$ cat src/fir_pkg.sv
// FIR filter shared definitions
package fir_pkg;

    // Width of the coefficient index on the configuration bus
    localparam int CFG_ADDR_WIDTH = 8;

    // Width of the coefficient or length field on the configuration bus
    localparam int CFG_DATA_WIDTH = 16;

    // Configuration opcodes
    typedef enum logic [1:0] {
        // Write one coefficient at addr with the value in data
        cfg_write_tap     = 2'd0,
        // Set the highest active tap index from data and clear the history
        cfg_set_length    = 2'd1,
        // Zero the delay line and keep the coefficients
        cfg_clear_history = 2'd2
    } cfg_op_t;

    // One command on the configuration stream
    typedef struct packed {
        cfg_op_t                   op;
        logic [CFG_ADDR_WIDTH-1:0] addr;
        logic [CFG_DATA_WIDTH-1:0] data;
    } cfg_cmd_t;

    // One coefficient write from the configuration block to the core
    // The coefficient sits right-aligned in data
    typedef struct packed {
        logic [CFG_ADDR_WIDTH-1:0] addr;
        logic [CFG_DATA_WIDTH-1:0] data;
    } tap_write_t;

endpackage

$ cat src/fir_dp_ram.sv
// Simple dual-port RAM
`timescale 1ns/1ps

module fir_dp_ram #(
    parameter int WIDTH = 16,
    parameter int DEPTH = 16,
    localparam int ADDR_WIDTH = (DEPTH > 1) ? $clog2(DEPTH) : 1
) (
    input  logic                  clock,
    input  logic                  wr_en,
    input  logic [ADDR_WIDTH-1:0] wr_addr,
    input  logic [WIDTH-1:0]      wr_data,
    input  logic [ADDR_WIDTH-1:0] rd_addr,
    output logic [WIDTH-1:0]      rd_data
);

    logic [WIDTH-1:0] mem [DEPTH];

    // Power-up image of all zeros
    initial begin
        for (int i = 0; i < DEPTH; i++) begin
            mem[i] = '0;
        end
    end

    // Write port
    always_ff @(posedge clock) begin
        if (wr_en) begin
            mem[wr_addr] <= wr_data;
        end
    end

    // Registered read port, returns the old word when both ports hit one address
    always_ff @(posedge clock) begin
        rd_data <= mem[rd_addr];
    end

endmodule

$ cat src/fir_filter_top.sv
// Programmable FIR filter top level
`timescale 1ns/1ps

module fir_filter_top #(
    parameter int DATA_WIDTH = 16,
    parameter int TAP_WIDTH  = 16,
    parameter int MAX_N_TAPS = 16,
    localparam int ADDR_WIDTH = (MAX_N_TAPS > 1) ? $clog2(MAX_N_TAPS) : 1
) (
    input  logic                  clock,
    input  logic                  arst_n,

    // Configuration stream
    input  fir_pkg::cfg_cmd_t     cfg,
    input  logic                  cfg_valid,
    output logic                  cfg_ready,

    // Input sample stream
    input  logic [DATA_WIDTH-1:0] in_data,
    input  logic                  in_valid,
    output logic                  in_ready,

    // Output sample stream
    output logic [DATA_WIDTH-1:0] out_data,
    output logic                  out_valid,
    input  logic                  out_ready
);

    fir_pkg::tap_write_t   tap_wr;
    logic                  tap_wr_valid;
    logic [ADDR_WIDTH-1:0] n_taps;
    logic                  clear_req;
    logic                  busy;

    fir_tap_config #(
        .MAX_N_TAPS (MAX_N_TAPS)
    ) u_tap_config (
        .clock        (clock),
        .arst_n       (arst_n),
        .cfg          (cfg),
        .cfg_valid    (cfg_valid),
        .cfg_ready    (cfg_ready),
        .tap_wr       (tap_wr),
        .tap_wr_valid (tap_wr_valid),
        .n_taps       (n_taps),
        .clear_req    (clear_req),
        .busy         (busy)
    );

    fir_serial_core #(
        .DATA_WIDTH (DATA_WIDTH),
        .TAP_WIDTH  (TAP_WIDTH),
        .MAX_N_TAPS (MAX_N_TAPS)
    ) u_core (
        .clock        (clock),
        .arst_n       (arst_n),
        .n_taps       (n_taps),
        .tap_wr       (tap_wr),
        .tap_wr_valid (tap_wr_valid),
        .clear_req    (clear_req),
        .in_data      (in_data),
        .in_valid     (in_valid),
        .in_ready     (in_ready),
        .out_data     (out_data),
        .out_valid    (out_valid),
        .out_ready    (out_ready),
        .busy         (busy)
    );

endmodule

$ cat src/fir_serial_core.sv
// Serial MAC FIR engine
`timescale 1ns/1ps

module fir_serial_core #(
    parameter int DATA_WIDTH = 16,
    parameter int TAP_WIDTH  = 16,
    parameter int MAX_N_TAPS = 16,
    localparam int ADDR_WIDTH = (MAX_N_TAPS > 1) ? $clog2(MAX_N_TAPS) : 1
) (
    input  logic                  clock,
    input  logic                  arst_n,
    input  logic [ADDR_WIDTH-1:0] n_taps,
    input  fir_pkg::tap_write_t   tap_wr,
    input  logic                  tap_wr_valid,
    input  logic                  clear_req,
    input  logic [DATA_WIDTH-1:0] in_data,
    input  logic                  in_valid,
    output logic                  in_ready,
    output logic [DATA_WIDTH-1:0] out_data,
    output logic                  out_valid,
    input  logic                  out_ready,
    output logic                  busy
);

    // Arithmetic runs at the wider of the two operand widths
    localparam int WORK_WIDTH = (DATA_WIDTH > TAP_WIDTH) ? DATA_WIDTH : TAP_WIDTH;
    localparam int ACC_WIDTH  = 2 * WORK_WIDTH;

    // Both operands are left-aligned, so the product carries an extra scale of
    // 2**(ACC_WIDTH-TAP_WIDTH-DATA_WIDTH); folding that into the TAP_WIDTH-1
    // rescale leaves the output at a fixed bit position
    localparam int OUT_LSB = ACC_WIDTH - DATA_WIDTH - 1;

    typedef enum logic [1:0] {
        state_clearing,
        state_idle,
        state_running,
        state_done
    } state_t;

    state_t state;

    logic [ADDR_WIDTH-1:0] clr_cnt;
    logic [ADDR_WIDTH-1:0] wr_ptr;
    logic [ADDR_WIDTH-1:0] rd_ptr;
    logic [ADDR_WIDTH-1:0] tap_cnt;

    // MAC pipeline flags: read issue, product valid, last product, result ready
    logic issue;
    logic mac_en;
    logic mac_last;
    logic fin;

    logic in_fire;

    logic                  dl_wr_en;
    logic [ADDR_WIDTH-1:0] dl_wr_addr;
    logic [DATA_WIDTH-1:0] dl_wr_data;

    logic [TAP_WIDTH-1:0]  coef_rd;
    logic [DATA_WIDTH-1:0] hist_rd;

    logic signed [WORK_WIDTH-1:0] coef_aligned;
    logic signed [WORK_WIDTH-1:0] hist_aligned;
    logic signed [ACC_WIDTH-1:0]  product;
    logic signed [ACC_WIDTH-1:0]  acc;

    // A pending clear request wins over a new sample
    assign in_ready  = (state == state_idle) && !clear_req;
    assign in_fire   = in_valid && in_ready;
    assign out_valid = (state == state_done);

    // A waiting input sample also holds configuration off, so a coefficient
    // write can never land in the middle of the sample it arrives with
    assign busy = (state != state_idle) || in_valid;

    fir_dp_ram #(
        .WIDTH (TAP_WIDTH),
        .DEPTH (MAX_N_TAPS)
    ) coef_mem (
        .clock   (clock),
        .wr_en   (tap_wr_valid),
        .wr_addr (tap_wr.addr[ADDR_WIDTH-1:0]),
        .wr_data (tap_wr.data[TAP_WIDTH-1:0]),
        .rd_addr (tap_cnt),
        .rd_data (coef_rd)
    );

    // The clearing pass owns the delay-line write port
    always_comb begin
        if (state == state_clearing) begin
            dl_wr_en   = 1'b1;
            dl_wr_addr = clr_cnt;
            dl_wr_data = '0;
        end else begin
            dl_wr_en   = in_fire;
            dl_wr_addr = wr_ptr;
            dl_wr_data = in_data;
        end
    end

    fir_dp_ram #(
        .WIDTH (DATA_WIDTH),
        .DEPTH (MAX_N_TAPS)
    ) delay_mem (
        .clock   (clock),
        .wr_en   (dl_wr_en),
        .wr_addr (dl_wr_addr),
        .wr_data (dl_wr_data),
        .rd_addr (rd_ptr),
        .rd_data (hist_rd)
    );

    assign coef_aligned = WORK_WIDTH'(coef_rd) << (WORK_WIDTH - TAP_WIDTH);
    assign hist_aligned = WORK_WIDTH'(hist_rd) << (WORK_WIDTH - DATA_WIDTH);
    assign product      = coef_aligned * hist_aligned;

    always_ff @(posedge clock or negedge arst_n) begin
        if (!arst_n) begin
            state    <= state_clearing;
            clr_cnt  <= '0;
            wr_ptr   <= '0;
            rd_ptr   <= '0;
            tap_cnt  <= '0;
            issue    <= 1'b0;
            mac_en   <= 1'b0;
            mac_last <= 1'b0;
            fin      <= 1'b0;
        end else begin
            // Read data shows up one cycle after its address
            mac_en   <= issue;
            mac_last <= issue && (tap_cnt == n_taps);
            fin      <= mac_last;

            case (state)
                state_clearing: begin
                    wr_ptr <= '0;
                    if (clr_cnt == ADDR_WIDTH'(MAX_N_TAPS - 1)) begin
                        clr_cnt <= '0;
                        state   <= state_idle;
                    end else begin
                        clr_cnt <= clr_cnt + 1'b1;
                    end
                end

                state_idle: begin
                    if (clear_req) begin
                        state <= state_clearing;
                    end else if (in_fire) begin
                        // The newest sample is read first, then older ones
                        state   <= state_running;
                        issue   <= 1'b1;
                        tap_cnt <= '0;
                        rd_ptr  <= wr_ptr;
                        wr_ptr  <= (wr_ptr == n_taps) ? '0 : wr_ptr + 1'b1;
                    end
                end

                state_running: begin
                    if (issue) begin
                        rd_ptr <= (rd_ptr == '0) ? n_taps : rd_ptr - 1'b1;
                        if (tap_cnt == n_taps) begin
                            issue <= 1'b0;
                        end else begin
                            tap_cnt <= tap_cnt + 1'b1;
                        end
                    end
                    if (fin) begin
                        state <= state_done;
                    end
                end

                state_done: begin
                    if (out_ready) begin
                        state <= state_idle;
                    end
                end

                default: state <= state_clearing;
            endcase
        end
    end

    // Accumulator and output register, the sum wraps at ACC_WIDTH bits
    always_ff @(posedge clock) begin
        if (in_fire) begin
            acc <= '0;
        end else if (mac_en) begin
            acc <= acc + product;
        end
        if (fin) begin
            out_data <= acc[OUT_LSB +: DATA_WIDTH];
        end
    end

endmodule

$ cat src/fir_tap_config.sv
// FIR configuration decoder
`timescale 1ns/1ps

module fir_tap_config #(
    parameter int MAX_N_TAPS = 16,
    localparam int ADDR_WIDTH = (MAX_N_TAPS > 1) ? $clog2(MAX_N_TAPS) : 1
) (
    input  logic                  clock,
    input  logic                  arst_n,
    input  fir_pkg::cfg_cmd_t     cfg,
    input  logic                  cfg_valid,
    output logic                  cfg_ready,
    output fir_pkg::tap_write_t   tap_wr,
    output logic                  tap_wr_valid,
    output logic [ADDR_WIDTH-1:0] n_taps,
    output logic                  clear_req,
    input  logic                  busy
);

    localparam int LAST_TAP = MAX_N_TAPS - 1;

    logic cfg_fire;
    logic tap_in_range;

    // Hold commands while the core works and during the cycle of a clear request
    assign cfg_ready = !busy && !clear_req;
    assign cfg_fire  = cfg_valid && cfg_ready;

    assign tap_in_range = int'(cfg.addr) < MAX_N_TAPS;

    always_ff @(posedge clock or negedge arst_n) begin
        if (!arst_n) begin
            tap_wr_valid <= 1'b0;
            clear_req    <= 1'b0;
            n_taps       <= '0;
        end else begin
            tap_wr_valid <= 1'b0;
            clear_req    <= 1'b0;
            if (cfg_fire) begin
                case (cfg.op)
                    fir_pkg::cfg_write_tap: begin
                        // Writes beyond the RAM are dropped
                        tap_wr_valid <= tap_in_range;
                    end

                    fir_pkg::cfg_set_length: begin
                        if (int'(cfg.data) > LAST_TAP) begin
                            n_taps <= ADDR_WIDTH'(LAST_TAP);
                        end else begin
                            n_taps <= cfg.data[ADDR_WIDTH-1:0];
                        end
                        // A new length invalidates the history layout
                        clear_req <= 1'b1;
                    end

                    fir_pkg::cfg_clear_history: begin
                        clear_req <= 1'b1;
                    end

                    default: begin
                        tap_wr_valid <= 1'b0;
                    end
                endcase
            end
        end
    end

    // Coefficient payload, qualified by tap_wr_valid
    always_ff @(posedge clock) begin
        if (cfg_fire && (cfg.op == fir_pkg::cfg_write_tap)) begin
            tap_wr.addr <= cfg.addr;
            tap_wr.data <= cfg.data;
        end
    end

endmodule

$ cat config.mk
export PLATFORM = sky130hd
export DESIGN_NAME = fir_filter_top
export DESIGN_NICKNAME = d
export VERILOG_FILES = /design/src/fir_pkg.sv /design/src/fir_dp_ram.sv /design/src/fir_filter_top.sv /design/src/fir_serial_core.sv /design/src/fir_tap_config.sv
export SDC_FILE = /design/constraint.sdc
export NUM_CORES = 1
export LEC_CHECK = 0
export BUFFER_PORTS_ARGS = -buffer_cell sky130_fd_sc_hd__buf_2
export CAP_MARGIN = 0
export CORE_MARGIN = 2
export CORE_UTILIZATION = 66
export DETAILED_ROUTE_END_ITERATION = 8
export PLACE_DENSITY = 0.9
export SKIP_LAST_GASP = 1
export SLEW_MARGIN = 5
export SYNTH_ARGS = -nofsm -noshare
export SYNTH_HDL_FRONTEND = slang
export SYNTH_SLANG_ARGS = --single-unit
$ cat constraint.sdc
create_clock -name clock -period 13.35 [get_ports clock]
set_clock_uncertainty 0.1 [all_clocks]
set_input_delay 2.67 -clock clock [delete_from_list [all_inputs] [get_ports clock]]
set_output_delay 2.67 -clock clock [all_outputs]
set_load 0.02 [all_outputs]
==> results of run 1 <==
-- registers in the layout (all words and copies together) (netlist names), 16 cells and up --
name                      count
u_core.coef_mem.rd_data      16
u_core.delay_mem.mem        256
u_core.coef_mem.mem         256
u_tap_config.tap_wr          20
u_core.out_data              16
u_core.acc                   31
u_core.delay_mem.rd_data     16
-- cell families (layout without fill, tap and decap cells) --
group                    count (synthesis)  count (layout)  share of synthesized area [%]
AND/OR/NAND/NOR                        470             470                           6.62
AO/OA/AOI/OAI                          146             146                           2.81
buffers and inverters                  431             557                           4.72
adder cells (fa/ha/maj)                391             391                           20.4
flip-flops                             639             639                           53.4
multiplexers                           179             179                           11.0
XOR/XNOR                                39              39                           1.03
-- how the worst max path moves through the flow --
stage                     slack [ps]                           to                           startpoint
after global placement          6660  u_core.acc[27]$_SDFFE_PP0P_  u_core.coef_mem.rd_data[15]$_DFF_P_
after floorplan                 7120  u_core.acc[30]$_SDFFE_PP0P_  u_core.coef_mem.rd_data[15]$_DFF_P_
final                           6350  u_core.acc[27]$_SDFFE_PP0P_  u_core.coef_mem.rd_data[15]$_DFF_P_
after detailed placement        6420  u_core.acc[27]$_SDFFE_PP0P_  u_core.coef_mem.rd_data[15]$_DFF_P_
after global routing            6070  u_core.acc[27]$_SDFFE_PP0P_  u_core.coef_mem.rd_data[15]$_DFF_P_
after CTS                       6390  u_core.acc[27]$_SDFFE_PP0P_  u_core.coef_mem.rd_data[15]$_DFF_P_
-- metrics by stage --
stage               area, sq um  std cells  utilization (%)  setup WS [ps]
global placement          35700       2991             69.2           6660
floorplan                 34500       2295                -           7120
finish                    37700       3101             73.2           6350
detailed placement        35700       2991             69.2           6420
global route              37700       3101             73.2           6070
CTS                       37700       3101             73.2           6390
-- layout make-up --
class / instances / area [sq um]
Clock buffer: 70 / 1610
Clock inverter: 40 / 437
Fill cell: 2800 / 13800
Inverter: 339 / 1270
Multi-Input combinational cell: 1225 / 14500
Sequential cell: 639 / 18400
Tap cell: 680 / 851
Timing Repair Buffer: 108 / 648
-- critical path, stage by stage, from the launching register on --
cell	delay [ps]
sky130_fd_sc_hd__dfxtp_1	740
sky130_fd_sc_hd__nand2_1	280
sky130_fd_sc_hd__inv_1	160
sky130_fd_sc_hd__fa_1	530
sky130_fd_sc_hd__fa_1	930
sky130_fd_sc_hd__fa_1	540
sky130_fd_sc_hd__fa_1	500
sky130_fd_sc_hd__fa_1	500
sky130_fd_sc_hd__inv_1	50
sky130_fd_sc_hd__fa_1	470
sky130_fd_sc_hd__inv_1	40
sky130_fd_sc_hd__ha_1	390
sky130_fd_sc_hd__and3_1	260
sky130_fd_sc_hd__nand3_1	230
sky130_fd_sc_hd__nor4_1	660
sky130_fd_sc_hd__o21ai_1	170
sky130_fd_sc_hd__nor4b_1	190
sky130_fd_sc_hd__nor3_1	160
-- per-layer routing --
layer	routed length, microns	vias up
li1	-	8161
met1	30700	10500
met2	43500	1923
met3	11800	415
met4	4470	4
met5	27	-
-- cell usage after synthesis (4+ instances only) --
| library cell | instances | area (sq um) |
|---|---|---|
| sky130_fd_sc_hd__nor4_1 | 7 | 43.8 |
| sky130_fd_sc_hd__nor2b_1 | 23 | 144 |
| sky130_fd_sc_hd__buf_1 | 9 | 33.8 |
| sky130_fd_sc_hd__inv_1 | 338 | 1270 |
| sky130_fd_sc_hd__dfxtp_1 | 63 | 1260 |
| sky130_fd_sc_hd__a31oi_1 | 11 | 68.8 |
| sky130_fd_sc_hd__dfrtp_1 | 28 | 701 |
| sky130_fd_sc_hd__o211ai_1 | 6 | 45.0 |
| sky130_fd_sc_hd__edfxtp_1 | 548 | 16500 |
| sky130_fd_sc_hd__buf_2 | 7 | 35.0 |
| sky130_fd_sc_hd__a211oi_1 | 4 | 30.0 |
| sky130_fd_sc_hd__nor3_1 | 16 | 80.1 |
| sky130_fd_sc_hd__and2_1 | 116 | 726 |
| sky130_fd_sc_hd__mux4_2 | 160 | 3600 |
| sky130_fd_sc_hd__o22ai_1 | 4 | 25.0 |
| sky130_fd_sc_hd__xnor2_1 | 27 | 236 |
| sky130_fd_sc_hd__and3_1 | 8 | 50.1 |
| sky130_fd_sc_hd__nand4_1 | 4 | 25.0 |
| sky130_fd_sc_hd__ha_1 | 106 | 1330 |
| sky130_fd_sc_hd__o22a_1 | 4 | 35.0 |
| sky130_fd_sc_hd__nand2_1 | 169 | 634 |
| sky130_fd_sc_hd__o21ai_0 | 30 | 150 |
| sky130_fd_sc_hd__fa_1 | 285 | 5710 |
| sky130_fd_sc_hd__nor2_1 | 88 | 330 |
| sky130_fd_sc_hd__xor2_1 | 11 | 96.3 |
| sky130_fd_sc_hd__a21o_1 | 13 | 97.6 |
| sky130_fd_sc_hd__nand3_1 | 14 | 70.1 |
| sky130_fd_sc_hd__o21bai_1 | 4 | 30.0 |
| sky130_fd_sc_hd__mux2i_1 | 17 | 170 |
| sky130_fd_sc_hd__a21oi_1 | 36 | 180 |
| sky130_fd_sc_hd__nand2b_1 | 9 | 56.3 |
| sky130_fd_sc_hd__clkbuf_1 | 76 | 285 |
==> summary.txt, run 1 <==
Yosys
  – Mapped Cells: ~2300
  – Synth cell types: between 60 and 70
  – Number of storage elements in the synthesis netlist: between 600 and 700
  – Proportion of synthesized flip-flops having asynchronous set or reset: between 4 and 5%
  – Seq/Total Area, Yosys: a little over half
  – Cell area after technology mapping: approximately 34000 sq um
  – Syn_area_per_cell: about 15 sq um
  – Yosys warning total: 0
  – Top FF cell, synth: sky130_fd_sc_hd__edfxtp_1
  – Syn_nets: roughly 2700
  – Number of enable-type register cells in the synthesized netlist: 548

GRT
  – Met2 global-route usage: 55.8%
  – Number of antenna violations at the first check in global routing: 2
  – Met3 track demand over resource: around 9%
  – Total routing resource utilization after global routing: 34.8%
  – Pin count of the biggest net entering global routing: 65
  – Via count of the first global-routing pass: between 20000 and 25000
  – Global-route wire length before repair: 137000 microns
  – Sum of overflow across all layers after global routing: 0
  – Most heavily used metal layer in global routing: met2
  – GR Layer Usage met1: between 40% and 50%

Worst setup path
  – Required arrival time at the worst endpoint: 13820 ps
  – Reg-to-reg critical path startpoint: u_core.coef_mem.rd_data[15]$_DFF_P_
  – Length in cells of the worst reg-to-reg path: 17
  – R2R Path End: u_core.acc[27]$_SDFFE_PP0P_
  – Data arrival time at the worst-slack endpoint: between 7000 and 8000 ps
  – Worst setup path category: reg -> reg
  – Type of destination of the critical path: flop
  – Type of origin of the critical path: flop
  – Max FO, Critical Path: 17
  – R2r setup slk: ~6300 ps

Floorplanning
  – Core outline area: between 50000 and 60000 sq um
  – Die ar.: ~54000 sq um
  – Row Count: 83
  – Horizontal die dimension: approximately 230 microns
  – Initial Util: about two thirds
  – Number of I/O pins: between 60 and 70
  – Floorplan die height: between 200 and 250 microns

Clock network
  – # clock sinks: 639
  – Root buffer cell: sky130_fd_sc_hd__clkbuf_16
  – Hold Buf Count CTS: 0
  – Post-cts gate resize count: 0
  – Clock slew at reported path FFs: around 70 ps
  – Total clock buffers created by CTS: 60
  – Post CTS Setup Buffer Count: 0
  – Insertion delay to the later sink of the worst-skew pair: 640 ps
  – Maximum number of buffers from clock root to sink: 3
  – H-tree Lvls: 2
  – CTS tree: yes

Worst hold path
  – Launch point of the worst hold path: u_core.mac_last$_DFF_PN0_
  – End point of the most critical hold path: u_core.fin$_DFF_PN0_
  – Min-delay worst type: reg -> reg
  – Worst hold path cell count: 0

Timing
  – Tcrit/Tclk final: between 50% and 60%
  – Crit path time final: 7000 ps
  – Setup TNS after final layout: 0 ps
  – Final-report hold violation count: 0
  – Final count of pins violating max slew: 0
  – Slew HR: 10.3%
  – Final count of negative-setup-slack endpoints: 0
  – Maximum achievable frequency: ~140 MHz
  – Worst hold margin: between 200 and 300 ps
  – Transition time at the pin with the least slew margin: between 1000 and 1500 ps
  – RSZ-0062 raised after global routing: false

Place
  – Port buffer count: 65
  – DP Wirelength: ~53000 microns
  – RePlAce Congestion: about 0.9

Layout
  – Fraction of layout cells with a size suffix above 1: roughly 16%
  – Most frequent cells in the layout: 548 x sky130_fd_sc_hd__edfxtp_1, 338 x sky130_fd_sc_hd__inv_1, 285 x sky130_fd_sc_hd__fa_1
  – Number of antenna diodes: 0
  – Synthesis-to-finish area growth: 9.34%
  – Most common library cell in the layout ignoring fill and taps: sky130_fd_sc_hd__edfxtp_1
  – Final net count: ~2800

Routing
  – Remaining number of nets flagged by the antenna check after routing: 0
  – Routed WL per cell: approximately 29 microns
  – Routed Wire Length: 90500 microns
  – First-iteration detailed-routing DRC count: about 3300
  – First-pass iteration count of the detailed router: 8
  – Detailed-route vias per instance: between 6 and 7
  – DR DRC count: 0
  – Via total after detailed routing: ~21000

Outcome
  – Result of the run: complete, no violations

Job
  – Maximum Capacitance Violations: 0
Power of run 1 is left out: the tool's default activity adds up to more than one toggle a clock period on the data nets, which glitch-free logic cannot reach.
==> run 2: changes to the inputs <==
Settings changed: CORE_UTILIZATION 66 to 58, PLACE_DENSITY 0.9 to 0.84.
Clock period 13.35 ns to 6.3 ns, I/O delays scaled along.
==> run 2 against run 1 <==
  * Final cell count increased by 4.5%
  * Register-to-register slack got worse by 6200 ps
  * Die area increased by 14%
  * Global-route usage decreased by 6.1 points
  * Core utilization decreased by 8.2 points
  * Routed wire length decreased by 6.4%
  * Sequential share of layout area decreased by 0.64 points
  * First-iteration DRC count decreased by 34%
  * Largest cell class unchanged
  * Highest routed layer is now met4
==> summary.txt, run 2 (synthesized netlist as in run 1, its figures left out) <==
GRT
  – Global-route wire length before repair: 130000 microns (-4.9%)
  – Pin count of the biggest net entering global routing: 68 (+4.6%)
  – Total routing resource utilization after global routing: 28.7% (-6.1 points)
  – Number of antenna violations at the first check in global routing: 0 (-2)
  – Sum of overflow across all layers after global routing: 0 (unchanged)
  – Via count of the first global-routing pass: 21400 (-2.7%)

Worst setup path
  – Required arrival time at the worst endpoint: 6760 ps (-7060 ps)
  – R2R Path End: u_core.acc[30]$_SDFFE_PP0P_
  – Capturing element of the worst setup path: u_core.acc[30]$_SDFFE_PP0P_
  – Type of origin of the critical path: flop
  – Data arrival time at the worst-slack endpoint: 6590 ps (-880 ps)
  – Worst setup path category: reg -> reg
  – R2r setup slk: 170 ps (-6180 ps)
  – Length in cells of the worst reg-to-reg path: 18 (+1)
  – Critical path launch point: u_core.delay_mem.rd_data[14]$_DFF_P_
  – Type of destination of the critical path: flop
  – Reg-to-reg critical path startpoint: u_core.delay_mem.rd_data[14]$_DFF_P_
  – Max FO, Critical Path: 12 (-5)

Layout
  – Synthesis-to-finish area growth: 11.0%
  – Most frequent cells in the layout: 548 x sky130_fd_sc_hd__edfxtp_1, 338 x sky130_fd_sc_hd__inv_1, 284 x sky130_fd_sc_hd__fa_1
  – Final core area utilization: 65.0% (-8.2 points)
  – Most common library cell in the layout ignoring fill and taps: sky130_fd_sc_hd__edfxtp_1
  – Number of antenna diodes: 0 (unchanged)
  – Final Instance Count excl. Fillers: 3242 (+4.5%)
  – Largest registers in the final layout: u_core.coef_mem.mem: 256 flops, u_core.delay_mem.mem: 256 flops, u_core.acc: 31 flops
  – Final net count: 2855 (+1.6%)
  – Fraction of layout cells with a size suffix above 1: 17.9% (+2.0 points)

Timing
  – Maximum achievable frequency: 163 MHz (+14%)
  – Slew HR: 10.4% (+0.14 points)
  – Worst hold margin: 250 ps (-12.1 ps)
  – Tcrit/Tclk final: 97.3% (+45 points)
  – Final count of negative-setup-slack endpoints: 0 (unchanged)
  – Worst setup margin: 170 ps (-6180 ps)
  – Final count of pins violating max slew: 0 (unchanged)
  – Crit path time final: 6130 ps (-874 ps)
  – Transition time at the pin with the least slew margin: 1340 ps (-2.08 ps)
  – Final-report hold violation count: 0 (unchanged)
  – RSZ-0062 raised after global routing: true

Worst hold path
  – Min-delay worst type: reg -> reg

Clock network
  – H-tree Lvls: 2 (unchanged)
  – Root buffer cell: sky130_fd_sc_hd__clkbuf_16
  – # clock sinks: 639 (unchanged)
  – Insertion delay to the later sink of the worst-skew pair: 670 ps (+30 ps)
  – Clock slew at reported path FFs: 70 ps (about the same)
  – Maximum number of buffers from clock root to sink: 3 (unchanged)
  – CTS tree: yes
  – Total clock buffers created by CTS: 61 (+1.7%)

Routing
  – First-iteration detailed-routing DRC count: 2180 (-34%)
  – Routed Wire Length: 84700 microns (-6.4%)
  – Via total after detailed routing: 20300 (-3.3%)
  – Remaining number of nets flagged by the antenna check after routing: 0 (unchanged)
  – Detailed-route vias per instance: 6.25 (-7.5%)
  – Routed WL per cell: 26.1 microns (-10%)
  – First-pass iteration count of the detailed router: 6 (-2)
  – DR DRC count: 0 (unchanged)

Place
  – Port buffer count: 65 (unchanged)
  – Placed cells: 3126 (+4.5%)
  – DP Wirelength: 52400 microns (-1.8%)
  – Placement Setup Slack: -115 ps (-6530 ps)
  – RePlAce Congestion: 0.940 (+5.7%)

Floorplanning
  – Core outline area: 58900 sq um (+14%)
  – Horizontal die dimension: 248 microns (+6.6%)
  – Number of I/O pins: 66 (unchanged)
  – Floorplan die height: 248 microns (+6.6%)
  – Initial Util: 58.5% (-8.4 points)
  – Die ar.: 61400 sq um (+14%)
  – Row Count: 89 (+7.2%)

Job
  – Maximum Capacitance Violations: 0 (unchanged)

Outcome
  – Result of the run: complete, no violations
## run 2: cell count changes in the layout (fill, tap and decap cells not counted), moves of 2 or more
| cell | change |
|---|---|
| sky130_fd_sc_hd__dfxtp_2 | +12 |
| sky130_fd_sc_hd__buf_12 | +4 |
| sky130_fd_sc_hd__dfxtp_4 | +6 |
| sky130_fd_sc_hd__clkbuf_1 | +7 |
| sky130_fd_sc_hd__clkinvlp_4 | +2 |
| sky130_fd_sc_hd__bufinv_16 | +2 |
| sky130_fd_sc_hd__buf_4 | +38 |
| sky130_fd_sc_hd__clkinv_4 | -2 |
| sky130_fd_sc_hd__clkbuf_8 | -5 |
| sky130_fd_sc_hd__clkinv_2 | -8 |
| sky130_fd_sc_hd__clkinv_1 | +7 |
| sky130_fd_sc_hd__dfxtp_1 | -18 |
## run 2: worst min-delay path by stage
stage / start / to / slack [ps] / cells past startpoint
after detailed placement: u_core.mac_last$_DFF_PN0_ / u_core.fin$_DFF_PN0_ / 260 / 0
after floorplan: u_core.mac_last$_DFF_PN0_ / u_core.fin$_DFF_PN0_ / 230 / 0
final: u_core.mac_last$_DFF_PN0_ / u_core.fin$_DFF_PN0_ / 250 / 0
after CTS: u_core.mac_last$_DFF_PN0_ / u_core.fin$_DFF_PN0_ / 250 / 0
after global placement: u_core.mac_last$_DFF_PN0_ / u_core.fin$_DFF_PN0_ / 240 / 0
after global routing: u_core.mac_last$_DFF_PN0_ / u_core.fin$_DFF_PN0_ / 280 / 0
## run 2: metal layers
layer / GRT usage [%] / vias to the layer above / wire length [microns]
li1: - / 8246 / -
met1: 38.0 / 10300 / 31100
met2: 46.9 / 1413 / 41200
met3: 6.41 / 251 / 8810
met4: 11.4 / 0 / 3540
met5: 0 / - / 0
## run 2: final cells by class
type	count	area (sq um)
repair buffers	151	1020
multi-input cells	1225	14500
fillers	3715	20600
clock buffers	72	1570
inverters	339	1270
flip-flops and latches	639	18500
well taps	773	967
clock inverters	43	514
## run 2: timing repair
item,CTS,global route
pin swaps,0,2
hold buffers,0,0
endpoints found under the setup margin,1,11
buffers inserted,0,1
gates resized for setup,6,22
## run 2: stage by stage
step / setup TNS [ps] / instance area (sq um)
floorplan: 0 / 34500
global placement: 0 / 36100
detailed placement: -115 / 36100
CTS: 0 / 38200
global route: -51.4 / 38300
finish: 0 / 38300
## run 2: worst max-delay path, stage by stage, from the launching register on
cell	delay, ps
sky130_fd_sc_hd__dfxtp_1	520
sky130_fd_sc_hd__buf_4	270
sky130_fd_sc_hd__and2_1	170
sky130_fd_sc_hd__fa_1	440
sky130_fd_sc_hd__fa_1	480
sky130_fd_sc_hd__fa_1	540
sky130_fd_sc_hd__fa_1	460
sky130_fd_sc_hd__fa_1	520
sky130_fd_sc_hd__inv_1	60
sky130_fd_sc_hd__fa_1	480
sky130_fd_sc_hd__inv_1	40
sky130_fd_sc_hd__ha_1	360
sky130_fd_sc_hd__and3_1	240
sky130_fd_sc_hd__a311oi_2	350
sky130_fd_sc_hd__o22ai_1	150
sky130_fd_sc_hd__a21oi_2	140
sky130_fd_sc_hd__a211oi_1	100
sky130_fd_sc_hd__or4_1	460
sky130_fd_sc_hd__a31oi_1	170
Power of run 2 is left out for the same reason.
